## src/logic/tl_pkg.sv

```systemverilog
package tl_pkg;

    // ========================================
    // Field widths of the A and D channels
    // ========================================
    localparam int xlen   = 32;        // Data and address width
    localparam int mask_w = xlen / 8;  // One bit per byte lane
    localparam int sid_w  = 8;         // Source id
    localparam int size_w = 3;         // log2 of the transfer size in bytes

    typedef logic [2:0] tl_opcode_t;

    // ========================================
    // Opcodes
    // ========================================

    // A channel requests
    localparam tl_opcode_t op_put_full    = 3'd0;
    localparam tl_opcode_t op_put_partial = 3'd1;
    localparam tl_opcode_t op_get         = 3'd4;

    // D channel responses
    localparam tl_opcode_t op_access_ack      = 3'd0;  // Ack for a put
    localparam tl_opcode_t op_access_ack_data = 3'd1;  // Ack with read data

endpackage

```

## src/logic/soc_map_pkg.sv

```systemverilog
package soc_map_pkg;

    // ========================================
    // Address map
    // ========================================

    // Data memory, 1 KiB
    localparam logic [31:0] mem_base = 32'h0000_0000;
    localparam logic [31:0] mem_mask = 32'h0000_03FF;

    // LED output register block
    localparam logic [31:0] out_base = 32'h0002_0000;
    localparam logic [31:0] out_mask = 32'h0000_000F;

    // ========================================
    // Target indices on the switch
    // ========================================
    localparam int tgt_mem     = 0;
    localparam int tgt_out     = 1;
    localparam int num_targets = 2;

endpackage

```

## src/logic/tl_switch.sv

```systemverilog
`timescale 1ns/10ps

module tl_switch (
    input  logic                                  CLK,
    input  logic                                  reset,

    // A channel from the master
    input  logic                                  a_valid,
    output logic                                  a_ready,
    input  tl_pkg::tl_opcode_t                    a_opcode,
    input  logic [tl_pkg::size_w-1:0]             a_size,
    input  logic [tl_pkg::sid_w-1:0]              a_source,
    input  logic [tl_pkg::xlen-1:0]               a_address,
    input  logic [tl_pkg::mask_w-1:0]             a_mask,
    input  logic [tl_pkg::xlen-1:0]               a_data,

    // D channel to the master
    input  logic                                  d_ready,
    output logic                                  d_valid,
    output tl_pkg::tl_opcode_t                    d_opcode,
    output logic [tl_pkg::size_w-1:0]             d_size,
    output logic [tl_pkg::sid_w-1:0]              d_source,
    output logic [tl_pkg::xlen-1:0]               d_data,
    output logic                                  d_denied,

    // Requests to the targets
    output logic [soc_map_pkg::num_targets-1:0]   tgt_req,
    output tl_pkg::tl_opcode_t                    tgt_opcode,
    output logic [tl_pkg::size_w-1:0]             tgt_size,
    output logic [tl_pkg::sid_w-1:0]              tgt_source,
    output logic [tl_pkg::xlen-1:0]               tgt_address,
    output logic [tl_pkg::mask_w-1:0]             tgt_mask,
    output logic [tl_pkg::xlen-1:0]               tgt_data,

    // Responses from the targets
    input  logic [soc_map_pkg::num_targets-1:0]   tgt_rsp_valid,
    input  tl_pkg::tl_opcode_t [soc_map_pkg::num_targets-1:0] tgt_rsp_opcode,
    input  logic [soc_map_pkg::num_targets-1:0][tl_pkg::xlen-1:0]   tgt_rsp_data,
    input  logic [soc_map_pkg::num_targets-1:0][tl_pkg::sid_w-1:0]  tgt_rsp_source,
    input  logic [soc_map_pkg::num_targets-1:0][tl_pkg::size_w-1:0] tgt_rsp_size,
    output logic [soc_map_pkg::num_targets-1:0]   tgt_rsp_ready
);

localparam int n_tgt = soc_map_pkg::num_targets;
localparam int sel_w = (n_tgt > 1) ? $clog2(n_tgt) : 1;

logic [n_tgt-1:0]  hit;
logic [sel_w-1:0]  hit_sel;
logic              hit_any;
logic              accept;

logic              busy;        // Response outstanding
logic              route_miss;  // Request matched no region
logic [sel_w-1:0]  route_sel;

// Locally generated denied response
logic                        den_valid;
tl_pkg::tl_opcode_t          den_opcode;
logic [tl_pkg::size_w-1:0]   den_size;
logic [tl_pkg::sid_w-1:0]    den_source;

// ========================================
// Address decode
// ========================================
always_comb begin
    hit = '0;
    hit[soc_map_pkg::tgt_mem] = (a_address & ~soc_map_pkg::mem_mask) == soc_map_pkg::mem_base;
    hit[soc_map_pkg::tgt_out] = (a_address & ~soc_map_pkg::out_mask) == soc_map_pkg::out_base;
end

// Lowest index wins, regions never overlap anyway
always_comb begin
    hit_sel = '0;
    hit_any = 1'b0;
    for (int i = n_tgt - 1; i >= 0; i--) begin
        if (hit[i]) begin
            hit_sel = i[sel_w-1:0];
            hit_any = 1'b1;
        end
    end
end

assign a_ready = ~busy;
assign accept  = a_valid & a_ready;

// Request fields go to every target, only the strobe is steered
always_comb begin
    tgt_req = '0;
    if (accept && hit_any) tgt_req[hit_sel] = 1'b1;
end

assign tgt_opcode  = a_opcode;
assign tgt_size    = a_size;
assign tgt_source  = a_source;
assign tgt_address = a_address;
assign tgt_mask    = a_mask;
assign tgt_data    = a_data;

// ========================================
// Route tracking, one request in flight
// ========================================
always_ff @(posedge CLK or posedge reset) begin
    if (reset) begin
        busy       <= 1'b0;
        route_miss <= 1'b0;
        route_sel  <= '0;
        den_valid  <= 1'b0;
    end else if (accept) begin
        busy       <= 1'b1;
        route_miss <= ~hit_any;
        route_sel  <= hit_sel;
        den_valid  <= ~hit_any;   // Denied answer ready next cycle
    end else if (d_valid && d_ready) begin
        busy      <= 1'b0;
        den_valid <= 1'b0;
    end
end

always_ff @(posedge CLK) begin
    if (accept) begin
        den_opcode <= (a_opcode == tl_pkg::op_get) ? tl_pkg::op_access_ack_data
                                                   : tl_pkg::op_access_ack;
        den_size   <= a_size;
        den_source <= a_source;
    end
end

// ========================================
// Response return
// ========================================
always_comb begin
    d_valid  = 1'b0;
    d_opcode = tl_pkg::op_access_ack;
    d_size   = '0;
    d_source = '0;
    d_data   = '0;
    d_denied = 1'b0;
    if (route_miss) begin
        d_valid  = den_valid;
        d_opcode = den_opcode;
        d_size   = den_size;
        d_source = den_source;
        d_denied = den_valid;     // Data stays zero
    end else if (busy && tgt_rsp_valid[route_sel]) begin
        d_valid  = 1'b1;
        d_opcode = tgt_rsp_opcode[route_sel];
        d_size   = tgt_rsp_size[route_sel];
        d_source = tgt_rsp_source[route_sel];
        d_data   = tgt_rsp_data[route_sel];
    end
end

always_comb begin
    for (int i = 0; i < n_tgt; i++) begin
        tgt_rsp_ready[i] = d_ready & busy & ~route_miss & (route_sel == i[sel_w-1:0]);
    end
end

endmodule

```

## config.mk

```make
export PLATFORM = sky130hd
export DESIGN_NAME = tl_switch
export DESIGN_NICKNAME = d
export VERILOG_FILES = /design/src/logic/tl_pkg.sv /design/src/logic/soc_map_pkg.sv /design/src/logic/tl_switch.sv
export SDC_FILE = /design/constraint.sdc
export NUM_CORES = 1
export LEC_CHECK = 0
export BUFFER_PORTS_ARGS = -buffer_cell sky130_fd_sc_hd__buf_2
export CORE_AREA = 2 2 121 123
export DETAILED_ROUTE_END_ITERATION = 8
export DIE_AREA = 0 0 123 125
export PLACE_DENSITY = 0.52
export SLEW_MARGIN = 10
export SYNTH_ARGS = -nofsm -noshare
export SYNTH_HDL_FRONTEND = slang
export SYNTH_SLANG_ARGS = --single-unit
```

## constraint.sdc

```tcl
create_clock -name CLK -period 1.2 [get_ports CLK]
set_input_delay 0.12 -clock CLK [delete_from_list [all_inputs] [get_ports CLK]]
set_output_delay 0.12 -clock CLK [all_outputs]
set_load 0.005 [all_outputs]
```

== Word-level counts from Yosys, hierarchy flattened ==
Index checks and enable logic that the tools add are counted.

* Bits in registers: 18
* Bits in latches: 0
* Memory bits (writable): 0
* ROM bits: 0
* Bits of input ports: 180
* Output and inout port bits: 135
* Word-level logic and storage cells: 58
* Memories: 0

* Add/subtract/negate cells: 0
* Multipliers: 0
* Div/mod/pow operators: 0
* Magnitude comparators: 3
* Eq/ne operators: 2
* Shift-type cells: 0
* Muxes and demuxes: 31
* Bitwise operators: 9
* Reduce and logical (&&, ||, !) cells: 6

{| class="wikitable"
|+ Operators by type and width
! cell !! number
|-
| 2-to-1 mux 32 bit || 4
|-
| logical NOT 32 bit || 1
|-
| 2-to-1 mux 8 bit || 4
|-
| equality test 28 x 14 -> 1 bit (second input constant) || 1
|-
| 2-to-1 mux 3 bit || 8
|-
| 2-to-1 mux 1 bit || 13
|-
| AND 1 bit || 5
|-
| logical AND 1 bit || 4
|-
| < comparator 1 x 2 -> 1 bit (second input constant) || 2
|-
| inverter 1 bit || 4
|-
| equality test 3 bit (second input constant) || 1
|-
| 2-to-1 mux 2 bit || 1
|-
| nonzero test 2 bit || 1
|-
| demux 1 bit (select 1 bit) || 1
|-
| >= comparator 1 bit (second input constant) || 1
|}

== Logic depth before layout (Yosys ltp) ==
* Word-level depth: 8
* Depth in mapped cells: 6
* Mapped depth without buffers: 4

== Worst setup path before layout ==
Ideal clock, no wire load.

* Kind: register -> output
* Start point: register busy
* End point: output port tgt_req[0] in the netlist's numbering
* Arrival: 1.236 ns
* Required time: 1.080 ns
* Setup slack: -0.156 ns
* Cell stages (with the launch flop): 5
* Path buffers: 0
* Cell sequence: dfrtp_1 > nand2b_1 > inv_1 > nand3_1 > nor3_1

* Longest elaborated chain between the ends: 4

{| class="wikitable"
|+ RTL lines
! element !! line !! RTL
|-
| start: declaration || tl_switch.sv:52 || <nowiki>logic busy;</nowiki>
|-
| start signal: assignment || tl_switch.sv:104 || <nowiki>busy <= 1'b0;</nowiki>
|-
| start signal: assignment || tl_switch.sv:109 || <nowiki>busy <= 1'b1;</nowiki>
|-
| start signal: assignment || tl_switch.sv:114 || <nowiki>busy <= 1'b0;</nowiki>
|-
| inverter 1 bit || tl_switch.sv:83 || <nowiki>assign a_ready = ~busy;</nowiki>
|-
| AND 1 bit || tl_switch.sv:84 || <nowiki>assign accept = a_valid & a_ready;</nowiki>
|-
| via accept || tl_switch.sv:50 || <nowiki>logic accept;</nowiki>
|-
| logical AND 1 bit || tl_switch.sv:89 || <nowiki>if (accept && hit_any) tgt_req[hit_sel] = 1'b1;</nowiki>
|-
| 2-to-1 mux 2 bit || tl_switch.sv:89 ||
|-
| end: declaration || tl_switch.sv:27 || <nowiki>output logic [soc_map_pkg::num_targets-1:0] tgt_req,</nowiki>
|}

The timed path passes the listed nets, and every way through them passes these cells.

== Final worst setup path ==
* Start point: register route_sel
* End point: output port d_data[7] in the netlist's numbering

* Longest elaborated chain between the ends: 5
* Elaborated cells between the ends (all ways): 7
* Those cells by class: mux (6); reduce/logical (1)

{| class="wikitable"
|+ RTL lines
! element !! line !! RTL
|-
| start: declaration || tl_switch.sv:54 || <nowiki>logic [sel_w-1:0] route_sel;</nowiki>
|-
| start signal: assignment || tl_switch.sv:111 || <nowiki>route_sel <= hit_sel;</nowiki>
|-
| 2-to-1 mux 1 bit (not written as such) (2 in series) || tl_switch.sv:144 || <nowiki>end else if (busy && tgt_rsp_valid[route_sel]) begin</nowiki>
|-
| logical AND 1 bit || tl_switch.sv:144 ||
|-
| 2-to-1 mux 32 bit (*) || tl_switch.sv:144 ||
|-
| 2-to-1 mux 32 bit (*) || tl_switch.sv:138 || <nowiki>if (route_miss) begin</nowiki>
|-
| end: declaration || tl_switch.sv:23 || <nowiki>output logic [tl_pkg::xlen-1:0] d_data,</nowiki>
|}

Every way passes the cells marked *; elsewhere a longest branch is shown, timed or not. The select of a mux whose other input is x is not followed.

==> results.md <==
* Status: finished with violations
* Failing checks: negative setup slack
* Global-route wire length before repair at 11400 µm
* Required @ worst endpoint at 1.08 ns
* Worst vdd ir at 0.382 mV
* Post-synthesis cell area at 2080 µm²
* Slew @ Worst Pin at 0.439 ns
* Initial Util at 14.6%
* Final Hold Viols at 0
* Share of cells above drive strength 1 at 77.6%
* # setup viols final at 51
* Min setup slack post-route at -0.363 ns
* GRT Util Overall at 9.30%
* Pwr dens at 769 nW/µm²
* Post-synthesis sequential area ratio at 22.1%
* Area occupied by multi-input gates at 1180 µm²
* Drt pass-1 iters at 4
* Final Cell Area at 3510 µm²
* Inserted Diodes at 0
* Syn_area_per_cell at 8.15 µm²
* Wire per inst at 12.4 µm
* Final Max Slew Viols at 0
* RSZ-0062 raised after global routing: true
* Seq pwr share at 26.9%
* Die area at 15400 µm²
* Vias in the first global route at 2359
* Syn nets at 435
* NetSw at 0.853 mW
* Comb power frac at 49.1%
* Clk sink count at 16
* Layout area overhead at 69.0%
* MaxCap Viol Count at 0
* CP max FO at 23
* Inserted Clock Buffers at 3
* # fillers at 1588
* 1st-iter DRT viols at 31
* Worst Hold Class: input pin to flop
* Gate Count Post-Synth at 255
* Min Tclk post-route at 1.56 ns
* # DRC at 0
* Signal arrival time at the worst endpoint at 1.44 ns
* Largest net degree at the start of global routing at 24
* Clk_lat worst skew at 0.24 ns
* FF+latch count, synth at 16
* Fin util at 24.7%
* Die height at 125 µm
* Power, Total at 2.70 mW
* Routed Antenna Nets at 0
* Final HPWL DP at 6210 µm
* Pleak at 1.69 nW
* Core area at 14200 µm²
* Pre-CTS WS at -0.220 ns
* Critical setup path kind: flop to output port
* Via count at 2324
* Root Buffer: clkbuf_16
* TritonCTS clock tree: yes
* Worst-path clk slew at 0.05 ns
* Switch share at 31.6%
* Critical Path End Type: output port
* Fin crit share at 130%
* Port bufs at 234
* Fmax at 640 MHz
* Max_slew headroom at 70.5%
* Routed WL at 7560 µm
* TNS Setup at -16.46 ns
* Vias per Instance at 3.80
* GPL Wtd Cong at 0.755
* Final cell count without fillers at 612
* Layout net count at 609
* Clock H-tree levels at 1
* CTS max path bufs at 2
* Max Clock Skew at 0.00267 ns
* Internal power at 1.85 mW
* Die X-Extent at 123 µm
* Worst setup SP type: flop
* GR Overflow Total at 0
* Cell total after placement at 599
* Placed cell areas at 3080 µm²
* Synth cell types at 27
* Initial antenna violation count at 0
* Worst hold margin at 0.0638 ns
* Register area at 462 µm²
* Cell row count at 44
* Clock Power Share at 24.0%
* Yosys warns at 0
* I/O Pins at 315
## cells in the mapped netlist (all sizes together)
| library cell | count | share of area, % |
|---|---|---|
| dfrtp | 4 | 4.8 |
| and4 | 1 | 0.42 |
| nor4b | 1 | 0.42 |
| and3 | 2 | 0.60 |
| o211ai | 1 | 0.36 |
| mux2i | 47 | 23 |
| a32oi | 1 | 0.42 |
| a31oi | 2 | 0.60 |
| nor4 | 4 | 1.2 |
| nor2b | 1 | 0.30 |
| o31ai | 2 | 0.72 |
| nand2 | 18 | 3.2 |
| nand2b | 2 | 0.60 |
| nor2 | 38 | 6.9 |
| nand3 | 1 | 0.24 |
| inv | 4 | 0.72 |
| nor3 | 4 | 0.96 |
| a21bo | 1 | 0.48 |
| o21ai | 12 | 2.9 |
| buf | 93 | 33 |
| nor3b | 1 | 0.36 |
| edfxtp | 12 | 17 |
| clkbuf | 2 | 0.36 |
| nand4 | 1 | 0.30 |
## cell type report
type	instances	share of cell area (%)
clock buffers	3	2.14
multi-input cells	140	33.6
clock inverters	1	0.107
inverters	4	0.570
repair buffers	264	43.9
flip-flops and latches	16	13.1
well taps	184	6.55
## state kept, by name (all words and copies together) (netlist names)
name        cells
route_miss      1
busy            1
route_sel       1
den_opcode      1
den_size        3
den_valid       1
den_source      8
## layout by cell type, fill, tap and decap left out, types with 3 or more instances in the layout
| cell type | instances |
|---|---|
| buf_2 | 231 |
| mux2i_1 | 40 |
| nor2_2 | 34 |
| nand2_1 | 17 |
| buf_4 | 17 |
| edfxtp_1 | 12 |
| o21ai_2 | 6 |
| buf_6 | 6 |
| mux2i_2 | 5 |
| o21ai_1 | 5 |
| nor2_1 | 4 |
| buf_12 | 4 |
| dfrtp_1 | 3 |
| clkbuf_16 | 3 |
| buf_8 | 3 |
## worst paths after layout
kind,slack (ns),cells past startpoint,from,end
setup / recovery,-0.36,5,route_sel,d_data[7]
hold reg to reg,0.60,2,den_valid,den_valid
min in group asynchronous,0.30,3,reset,den_valid
setup reg to reg,0.03,6,busy,den_valid
max in group asynchronous,0.74,3,reset,route_sel
hold / removal,0.06,1,a_size[2],den_size[2]
## kinds of logic after synthesis
kind of cell / after synthesis / synth area share [%]
buffers and inverters: 99 / 34.2
AND/OR/NAND/NOR: 74 / 15.5
multiplexers: 47 / 22.6
AO/OA/AOI/OAI: 19 / 5.48
flip-flops: 16 / 22.1
## worst max-delay path: stages, from the launching register on
cell	delay [ns]
dfrtp_2	0.42
mux2i_1	0.19
nand2b_4	0.20
buf_12	0.19
nor2_2	0.06
buf_2	0.12
## power by group through the flow
stage	Clock, mW	Sequential [mW]	Combinational, mW
floorplan	0	0.722	0.675
global placement	0	0.722	1.10
detailed placement	0	0.724	1.10
CTS	0.679	0.727	1.26
global route	0.711	0.733	1.47
finish	0.648	0.727	1.33
## per-layer routing
layer | GRT usage (%) | wire length, µm
met3 | 1.32 | 555
met4 | 4.28 | 259
met1 | 9.72 | 2670
met5 | 0 | 0
met2 | 17.8 | 4070
## timing repair
item                                   4_1_cts  5_1_grt
endpoints found under the hold margin        4        0
setup buffers                                2        4
cloned                                       2        0
hold buffers                                 1        0
pin swaps                                    4        3
setup endpoints to repair                   52       67
resized for setup                           46       11
Note: power is estimated with default switching activity, not from simulation.
