<file path="config.mk">
export PLATFORM = sky130hd
export DESIGN_NAME = blink_timer
export DESIGN_NICKNAME = d
export VERILOG_FILES = /design/src/logic/blink_timer.sv
export SDC_FILE = /design/constraint.sdc
export NUM_CORES = 1
export LEC_CHECK = 0
export ABC_AREA = 0
export BUFFER_PORTS_ARGS = -buffer_cell sky130_fd_sc_hd__buf_2
export CAP_MARGIN = 20
export CORE_AREA = 2 2 39 41
export DETAILED_ROUTE_END_ITERATION = 8
export DIE_AREA = 0 0 41 43
export SYNTH_ARGS = -nofsm -noshare
export SYNTH_HDL_FRONTEND = slang
export SYNTH_SLANG_ARGS = --single-unit
</file>
<file path="constraint.sdc">
create_clock -name CLK -period 1.7 [get_ports CLK]
set_input_delay 0 -clock CLK [delete_from_list [all_inputs] [get_ports CLK]]
set_output_delay 0 -clock CLK [all_outputs]
set_load 0.03 [all_outputs]
</file>
<file path="src/logic/blink_timer.sv">
`timescale 1ns/10ps

module blink_timer #(
    parameter int half_period = 1000
) (
    input  logic CLK,
    input  logic reset,
    output logic blink
);

localparam int cnt_w = (half_period > 1) ? $clog2(half_period) : 1;
localparam logic [cnt_w-1:0] cnt_last = cnt_w'(half_period - 1);

logic [cnt_w-1:0] count;

// Free running, toggles once per half period
always_ff @(posedge CLK or posedge reset) begin
    if (reset) begin
        count <= '0;
        blink <= 1'b0;
    end else if (count == cnt_last) begin
        count <= '0;
        blink <= ~blink;
    end else begin
        count <= count + 1'b1;
    end
end

endmodule

</file>
=== After elaboration in Yosys (flattened, before gate mapping) ===
Index checks and enable logic that the tools add are counted.

* Flip-flop bits (word level): 11

* Eq/ne operators: 1
* Multiplexer cells: 1
* Add/subtract/negate cells: 1
* Bitwise gates (word level): 1

{| class="wikitable"
|+ Operators with widths
! kind !! number
|-
| $add A10 B1 Y10 const B || 1
|-
| $eq A10 B10 Y1 const B || 1
|-
| $mux W10 || 1
|-
| $not A1 Y1 || 1
|}

=== Depth between registers and ports, before layout ===
Gate-level depths: netlist of the first run.

* Depth after elaboration: 2
* Gate-level depth with buffers: 4

=== Worst setup path after synthesis of the first run ===
OpenSTA, ideal clock, no wires.

* Kind: flip-flop to flip-flop
* From: register count[0]
* To: register count[1]
* Data required time: 1.580 ns
* Setup time: 0.120 ns
* Clock period less this slack: 1.500 ns
* Cell stages (with the launch flop): 5
* Data arrival time: 1.380 ns
* Path buffers: 0
* Setup slack: 0.200 ns
* Cells stage by stage: dfrtp_1 ha_1 nand4b_1 nor4_4 and2b_2

* Longest elaborated chain between the ends: 2
* Elaborated cells between the ends (all ways): 3
* Classes of those cells: add/sub (1); eq/ne (1); mux (1)

{| class="wikitable"
|+ RTL lines
! what !! RTL line !! source
|-
| start: declaration || 14 || <nowiki>logic [cnt_w-1:0] count;</nowiki>
|-
| start signal: assignment || 25 || <nowiki>count <= count + 1'b1;</nowiki>
|-
| $add A10 B1 Y10 or $eq A10 B10 Y1 (tied branches) || 25, 21 ||
|-
| $mux W10 (*) || 21 || <nowiki>end else if (count == cnt_last) begin</nowiki>
|}

Mark *: on every way between the ends. The rest lies on a longest branch, timed or not.
A chain may end at the register's enable or synchronous reset.

=== Worst setup path after layout of the first run ===
* From: register count[0]
* To: register blink

* Longest elaborated chain between the ends: 1

{| class="wikitable"
|+ RTL lines
! what !! RTL line !! source
|-
| $eq A10 B10 Y1 || 21 ||
|-
| end signal: assignment || 23 || <nowiki>blink <= ~blink;</nowiki>
|-
| end: declaration || 8 || <nowiki>output logic blink</nowiki>
|}

No other way between the ends.

==> results of run 1 <==
==> flip-flops by register name (all words and copies together), names as in the netlist <==
register / cells
blink: 1
count: 10
==> final timing paths <==
path	startpoint	to	slack, ns
worst min-delay path	reset	count[6]$_DFF_PP0_	0.27
max in group asynchronous	reset	blink$_DFFE_PP0N_	1.13
worst min register to register	blink$_DFFE_PP0N_	blink$_DFFE_PP0N_	0.48
min in group CLK	blink$_DFFE_PP0N_	blink$_DFFE_PP0N_	0.48
worst max register to register	count[0]$_DFF_PP0_	blink$_DFFE_PP0N_	0.22
worst max-delay path	count[0]$_DFF_PP0_	blink$_DFFE_PP0N_	0.22
==> where the power goes <==
group / switching [uW] / internal [uW] / leakage (uW)
registers: 0 / 262 / 0.000139
logic: 5.62 / 2.43 / 0.000169
clock network: 85.4 / 90.9 / 0.0000150
==> cells by family (layout without fill, tap and decap cells) <==
logic type               count (synthesis)  count (layout)  share of synthesized area [%]
AO/OA/AOI/OAI                            9               9                           11.4
flip-flops                              11              11                           49.0
AND/OR/NAND/NOR                         23              23                           25.8
XOR/XNOR                                 5               5                           7.79
buffers and inverters                    3              15                           2.00
multiplexers                             1               1                           1.78
adder cells (fa/ha/maj)                  1               1                           2.23
==> worst max-delay path: stages, from the launching register on <==
cell and delay [ns]:
dfrtp_1 0.38, ha_1 0.18, nand4b_1 0.18, nor4_4 0.33, buf_4 0.18, xor2_1 0.14
==> metal layers <==
layer  GRT usage, %  wire, um  part of all wire [%]  vias up
met1           18.7       475                    45      188
li1               -         -                     -      217
met5              0         0                     0        -
met4           8.00        21                   2.0        0
met3           4.71        46                   4.4        4
met2           22.5       501                    48        9
==> what timing repair did <==
action | CTS | global route
hold endpoints to repair | 11 | 0
buffers inserted | 0 | 0
hold buffers | 1 | 0
==> cell type report <==
cell class / instances / area share, %
clock buffer: 4 / 3.95
inverter: 3 / 1.69
multi-input combinational: 39 / 41.4
sequential: 11 / 41.4
tap: 16 / 3.01
timing repair buffer: 8 / 8.65
==> metrics by stage <==
stage	power, uW	utilization [%]	setup slack (ns)	hold WS (ns)
floorplan	271	-	0.200	-0.148
global placement	273	45.5	0.264	0.0142
detailed placement	273	45.5	0.215	0.0243
CTS	458	48.1	0.180	0.270
global route	472	48.1	0.0556	0.330
finish	446	48.1	0.221	0.266
==> synthesized netlist by cell type, types with 2 or more instances <==
library cell,count,area [um^2]
dfrtp_1,11,275
nand2_1,4,15.0
nand3_1,4,20.0
o21ai_0,4,20.0
xor2_1,4,35.0
inv_1,3,11.3
nor2_1,3,11.3
nand2b_1,2,12.5
nand4_1,2,12.5
==> flow_metrics.tcl, run 1 <==
set metrics [dict create \
    vias 418 \
    first_pass_iters 4 \
    cp_data_arrival_time_ns 1.67 \
    leakage_uw 0.000323 \
    crit_required_ns 1.89 \
    syn_area_um2 562 \
    synth_cell_types 25 \
    grt_pass1_vias 403 \
    skew_ns 0.00300 \
    cts_made_buffers 3 \
    hold_path_class "in -> async" \
    synth_area_per_cell_um2 10.6 \
    syn_to_final_growth_pct 18.5 \
    hpwl_um 782 \
    fin_area_um2 666 \
    drv_slew 0 \
    port_buffers 2 \
    antenna_found_initial 0 \
    drv_cap 0 \
    multi_input_area_um2 275 \
    regArea_um2 275 \
    core_area_mm2 0.00138 \
    place_congestion 0.735 \
    synth_edf_count 0 \
    critical_path_class "reg -> reg" \
    fillers 132 \
    clock-sinks 11 \
    drive_gt1_share_pct 20.0 \
    grt_max_degree 12 \
    grt_setup_unrepaired "no" \
    clk_latency_ns 0.27 \
    dp_cells 76 \
    synth_cells 53 \
    die_h_um 43 \
    cp-end-kind "flip-flop" \
    vias_per_cell 5.16 \
    yosys_warnings 0 \
    fin_crit_sh_pct 87.0 \
    instances_no_fill 81 \
    tns_ns 0 \
    synthFlopType "dfrtp_1" \
    cts.path.max_buffers 2 \
    totalWireLength_um 1050 \
    drc_errors 0 \
    synthArstFlopShare_pct 100 \
    antenna_cells 0 \
    synth_seq_cells 11 \
    powerDensity_mw_per_mm2 670 \
    ys_seq_area_share_pct 49.0 \
    status "complete, no violations" \
    wire_per_inst_um 12.9 \
    drtIter0Drc 4 \
    ios 3 \
    final-hold-violation-count 0 \
    die_w_um 41 \
    path_max_fanout 4 \
    tightest_slew_ns 0.443 \
    die_area_mm2 0.00176 \
    grtUsageTotal_pct 15.1 \
    cp-start-kind "flip-flop" \
    cts.repair.resized 0 \
    layout.nets 69 \
    layout_common_cells "11 x dfrtp_1, 5 x buf_4" \
    placementRows 14 \
    min_period_ns 1.48 \
    setup_violations 0 \
    initial_core_util_pct 40.6 \
    fmax_mhz 676 \
    placed_area_um2 629 \
    rr_worst_depth 5 \
    ir_worst_vdd_mv 0.396 \
    tritoncts "built" \
    overflow 0 \
    root_buffer "clkbuf_4" \
    final_common_cell "dfrtp_1" \
    h-tree-depth 1 \
    synth_fp_nets 56 \
    cts.reportedPaths.clkPinSlew_ns 0.07 \
    maxSlewHeadroom_pct 70.5 \
    detail-route-antenna-nets 0 \
    grt_pass1_wl_um 1740 \
]
Note: power is estimated with default switching activity, not from simulation.
==> run 2, diff against run 1 <==
--- a/config.mk
+++ b/config.mk
@@ -11,6 +11,7 @@
 export CORE_AREA = 2 2 39 41
 export DETAILED_ROUTE_END_ITERATION = 8
 export DIE_AREA = 0 0 41 43
+export SETUP_SLACK_MARGIN = 0.3
 export SYNTH_ARGS = -nofsm -noshare
 export SYNTH_HDL_FRONTEND = slang
 export SYNTH_SLANG_ARGS = --single-unit
==> run 2 against run 1 <==
Final cell count up 2.5%. Count of clock-buffer cells in the layout unchanged. Sequential share of layout area down 2.4 points. Combinational power down 1%. Core utilization up 3.3 points. Clock power about the same. Highest routed layer unchanged.
==> flow_metrics.tcl, run 2 (same netlist as run 1, synthesis figures left out) <==
set metrics [dict create \
    status "complete, no violations" \
    h-tree-depth 1 \
    cp-end-kind "flip-flop" \
    ios 3 \
    r2r_end "count[6]$_DFF_PP0_" \
    layout.nets 71 \
    hold_path_class "in -> async" \
    placementRows 14 \
    fin_crit_sh_pct 77.9 \
    top_register "count" \
    power_frac_clock_pct 39.8 \
    grtUsageTotal_pct 15.8 \
    tritoncts "built" \
    rr_worst_depth 4 \
    slowest_stage "dfrtp_1" \
    syn_to_final_growth_pct 26.5 \
    skew_ns 0.00521 \
    antenna_found_initial 0 \
    final_common_cell "dfrtp_1" \
    crit_required_ns 1.84 \
    grt_max_degree 12 \
    port_buffers 2 \
    layout_common_cells "10 x dfrtp_1, 7 x buf_4, 4 x nand2_1, 4 x xor2_1" \
    vias_per_cell 5.22 \
    drtIter0Drc 3 \
    grt_setup_unrepaired "yes" \
    place_congestion 0.712 \
    initial_core_util_pct 40.6 \
    path_max_fanout 3 \
    fillers 126 \
    drv_slew 0 \
    antenna_cells 0 \
    vias 433 \
    slowest_delay_ns 0.39 \
    drv_cap 0 \
    whs_ns 0.265 \
    min_period_ns 1.32 \
    totalWireLength_um 1020 \
    leakage_uw 0.000334 \
    wire_per_inst_um 12.3 \
    grt_pass1_wl_um 1830 \
    rrSetupSlack_ns 0.38 \
    tightest_slew_ns 0.427 \
    critical_path_class "reg -> reg" \
    die_h_um 43 \
    overflow 0 \
    worstPathCellList "ha_4, nand4b_1, o311ai_0, o21ai_0" \
    tns_ns 0 \
    detail-route-antenna-nets 0 \
    drc_errors 0 \
    cp-start-kind "flip-flop" \
    root_buffer "clkbuf_4" \
    power_frac_comb_pct 1.8 \
    clk_latency_ns 0.27 \
    maxSlewHeadroom_pct 71.5 \
    ir_worst_vdd_mv 0.398 \
    core_area_mm2 0.00138 \
    drive_gt1_share_pct 29.9 \
    powerDensity_mw_per_mm2 630 \
    cp_data_arrival_time_ns 1.46 \
    internal_power_uw 355 \
    setup_violations 0 \
    fmax_mhz 755 \
    cts.reportedPaths.clkPinSlew_ns 0.07 \
    die_w_um 41 \
    setup.worst_path.start "count[0]$_DFF_PP0_" \
    hpwl_um 716 \
    final-hold-violation-count 0 \
    swShare_pct 20.8 \
    cts_made_buffers 3 \
    largest_reg_flops 10 \
    cts.path.max_buffers 2 \
    r2r-start "count[0]$_DFF_PP0_" \
    switchingPower_uw 93.2 \
    grt_pass1_vias 438 \
    p_seq_share_pct 58.4 \
    first_pass_iters 4 \
    die_area_mm2 0.00176 \
    clock-sinks 11 \
    top_regs "count x10, blink x1" \
]
==> run 2: changes by cell type in the layout (fill, tap and decap cells not counted), sizes merged <==
cell | before | now
buf | 7 | 9
==> run 2: layer usage <==
layer | up-vias | wire [um] | GRT usage (%)
li1 | 222 | - | -
met1 | 204 | 484 | 21.6
met2 | 5 | 505 | 21.9
met3 | 2 | 20 | 4.71
met4 | 0 | 13 | 8.00
met5 | - | 0 | 0
==> run 2: layout make-up <==
class	instances	area (um^2)	area share, %
tap	16	20.0	2.82
clock buffer	4	26.3	3.70
inverter	3	11.3	1.58
timing repair buffer	10	72.6	10.2
multi-input combinational	39	304	42.8
sequential	11	277	38.9
==> run 2: worst max path at each step <==
stage,cells past startpoint,endpoint,slack [ns]
after floorplan,4,count[1]$_DFF_PP0_,0.28
after global placement,4,count[1]$_DFF_PP0_,0.23
after detailed placement,4,count[1]$_DFF_PP0_,0.21
after CTS,5,blink$_DFFE_PP0N_,0.27
after global routing,5,blink$_DFFE_PP0N_,0.28
final,4,count[6]$_DFF_PP0_,0.38
==> run 2: timing repair <==
item	4_1_cts	5_1_grt
pin swaps	2	2
setup endpoints to repair	5	8
setup buffers	5	0
endpoints found under the hold margin	11	0
resized for setup	1	5
hold buffers	1	0
==> run 2: stage by stage <==
stage | total power, uW | utilization [%] | std cells | setup slack (ns) | area (um^2)
after floorplan | 271 | - | 53 | 0.282 | 564
after global placement | 273 | 44.0 | 73 | 0.230 | 609
after detailed placement | 273 | 44.0 | 73 | 0.209 | 609
after CTS | 459 | 50.1 | 83 | 0.273 | 693
after global routing | 467 | 51.4 | 83 | 0.280 | 711
final | 448 | 51.4 | 83 | 0.375 | 711
==> run 2: power by group through the flow <==
stage | registers (uW) | clock network, uW | logic, uW
2_1_floorplan | 267 | 0 | 4.01
3_3_place_gp | 267 | 0 | 6.54
3_5_place_dp | 267 | 0 | 6.57
4_1_cts | 261 | 190 | 8.35
5_1_grt | 261 | 196 | 9.63
6_report | 261 | 178 | 7.93
==> run 2: worst max-delay path, delay by kind of cell, from the launching register on <==
family                     cells  cell delay (ns)
and+or+nand+nor                1             0.19
adders and majority gates      1             0.15
DFF                            1             0.39
AOI/OAI and AO/OA              2             0.46
==> run 3, diff against run 2 <==
--- a/config.mk
+++ b/config.mk
@@ -5,7 +5,7 @@
 export SDC_FILE = /design/constraint.sdc
 export NUM_CORES = 1
 export LEC_CHECK = 0
-export ABC_AREA = 0
+export ABC_AREA = 1
 export BUFFER_PORTS_ARGS = -buffer_cell sky130_fd_sc_hd__buf_2
 export CAP_MARGIN = 20
 export CORE_AREA = 2 2 39 41
==> constraint.sdc (replaced) <==
create_clock -name CLK -period 1.1 [get_ports CLK]
set_input_delay 0 -clock CLK [delete_from_list [all_inputs] [get_ports CLK]]
set_output_delay 0 -clock CLK [all_outputs]
set_load 0.03 [all_outputs]
==> run 3 against run 2 <==
The run now ends with setup timing left. Critical path type unchanged. Combinational power grew 50%. Largest cell class unchanged. Critical endpoint is now blink$_DFFE_PP0N_. Sequential power grew 55%. Fmax grew 20%.
==> flow_metrics.tcl, run 3 <==
set metrics [dict create \
    grt_pass1_vias 432 \
    placementRows 14 \
    die_area_mm2 0.00176 \
    ios 3 \
    grt_setup_unrepaired "yes" \
    cts.path.max_buffers 2 \
    largest_reg_flops 10 \
    final_common_cell "nand2_1" \
    detail-route-antenna-nets 0 \
    fin_crit_sh_pct 101 \
    path_max_fanout 8 \
    drv_cap 0 \
    ir_worst_vdd_mv 0.605 \
    final_util_pct 54.2 \
    synth_cells 75 \
    maxSlewHeadroom_pct 72.5 \
    cts_made_buffers 3 \
    cp-start-kind "flip-flop" \
    layout.nets 94 \
    synth_fp_nets 78 \
    synthFlopType "dfrtp_1" \
    antenna_cells 0 \
    vias_per_cell 4.61 \
    core_area_mm2 0.00138 \
    leakage_uw 0.000433 \
    initial_core_util_pct 40.5 \
    die_w_um 41 \
    report.power.total_uw 688 \
    yosys_warnings 0 \
    drv_slew 0 \
    hold_path_class "in -> async" \
    drive_gt1_share_pct 26.7 \
    grtUsageTotal_pct 15.7 \
    syn_to_final_growth_pct 33.7 \
    post_synth_most_frequent_cells "19 x nand2_1, 15 x nor2_1, 13 x inv_1, 11 x dfrtp_1, 4 x nand3_1" \
    synth_top_area_share_pct 49.1 \
    vias 489 \
    clk_latency_ns 0.26 \
    rrSetupSlack_ns -0.008 \
    hpwl_um 808 \
    powerDensity_mw_per_mm2 918 \
    place_congestion 0.812 \
    clock-sinks 11 \
    syn_area_um2 561 \
    h-tree-depth 1 \
    tightest_slew_ns 0.412 \
    overflow 0 \
    cts.reportedPaths.clkPinSlew_ns 0.07 \
    port_buffers 2 \
    synth_top_cell_by_area "dfrtp_1" \
    tritoncts "built" \
    grt_max_degree 12 \
    top_regs "count x10, blink x1" \
    die_h_um 43 \
    setup_violations 5 \
    critical_path_class "reg -> reg" \
    skew_ns 0.000640 \
    fmax_mhz 903 \
    synth_area_per_cell_um2 7.47 \
    synth_seq_cells 11 \
    tns_ns -0.0159 \
    synth_most_common_cell "nand2_1" \
    drtIter0Drc 22 \
    crit_required_ns 1.26 \
    totalWireLength_um 1170 \
    min_period_ns 1.11 \
    synth_cell_types 14 \
    root_buffer "clkbuf_4" \
    ys_seq_area_share_pct 49.1 \
    status "complete, but fails checks" \
    cp-end-kind "flip-flop" \
    layout_common_cells "18 x nand2_1, 13 x nor2_1, 13 x inv_1" \
    setup_ws_ns -0.00778 \
    cp_data_arrival_time_ns 1.27 \
    synthArstFlopShare_pct 100 \
    antenna_found_initial 0 \
    wire_per_inst_um 11.0 \
    synth_edf_count 0 \
    top_register "count" \
    grt_pass1_wl_um 1810 \
    final-hold-violation-count 0 \
    yosys-top-cells-area "dfrtp_1 49%, nand2_1 13%, nor2_1 10%, inv_1 8.7%, nand3_1 3.6%" \
    first_pass_iters 4 \
    violations "setup timing" \
    drc_errors 0 \
]
## run 3: cell types whose count changed after synthesis, sizes merged, moves of 2 or more
cell,before,now
nand2,4,20
xor2,4,2
inv,3,14
o21ai,4,1
a21oi,0,3
nand2b,2,0
nor2,3,17
## run 3: layer usage
layer	up-vias	track usage (%)	routed length [um]
met5	-	0	0
met4	0	8.00	7
met3	2	4.71	21
met2	6	21.9	600
met1	226	21.1	537
li1	255	-	-
## run 3: critical path: stages (launching register included)
cell and delay (ns):
dfrtp_1 0.40, ha_4 0.16, nand2_4 0.06, nor2_4 0.12
nand3_4 0.13, nand2_1 0.09, nand2_1 0.05
## run 3: power by group
part | switching [uW] | internal [uW] | total, uW
Clock | 132 | 140 | 272
Combinational | 8.18 | 3.77 | 11.9
Sequential | 0 | 404 | 404
Total | 140 | 548 | 688
## run 3: layout make-up
cell class,instances,area (um^2)
clock buffers,4,26.3
fillers,146,634
inverters,14,52.6
multi-input cells,50,288
flip-flops and latches,11,277
well taps,16,20.0
repair buffers,11,86.3
## run 3: cell families (layout without fill, tap and decap cells)
family          after synthesis  count (layout)  synth area share, %
xor+xnor                      2               2                 3.13
fa+ha+maj                     1               1                 2.23
simple gates                 43              43                 32.6
flops                        11              11                 49.1
buf+inv                      14              29                 9.37
compound gates                4               4                 3.57
## run 3: final timing paths
kind	start	to	cells past startpoint
setup / recovery	count[1]$_DFF_PP0_	blink$_DFFE_PP0N_	6
hold / removal	reset	count[8]$_DFF_PP0_	3
setup reg to reg	count[1]$_DFF_PP0_	blink$_DFFE_PP0N_	6
hold reg to reg	count[9]$_DFF_PP0_	count[9]$_DFF_PP0_	2
max in group asynchronous	reset	count[3]$_DFF_PP0_	3
min in group CLK	count[9]$_DFF_PP0_	count[9]$_DFF_PP0_	2
## run 3: what timing repair did
item,in CTS,in global routing
hold buffers,1,0
cloned,0,0
resized for setup,4,9
hold endpoints to repair,11,0
setup buffers,2,2
pin swaps,2,3
endpoints found under the setup margin,12,12
## run 3: stage by stage
step                cells  setup WS (ns)  hold slack, ns  instance area (um^2)
floorplan              75         0.0369          -0.148                   566
global placement       97        -0.0692          0.0165                   626
detailed placement     97         -0.108          0.0109                   626
CTS                   104        -0.0311           0.271                   697
global route          106        -0.0659           0.315                   749
finish                106       -0.00778           0.262                   749
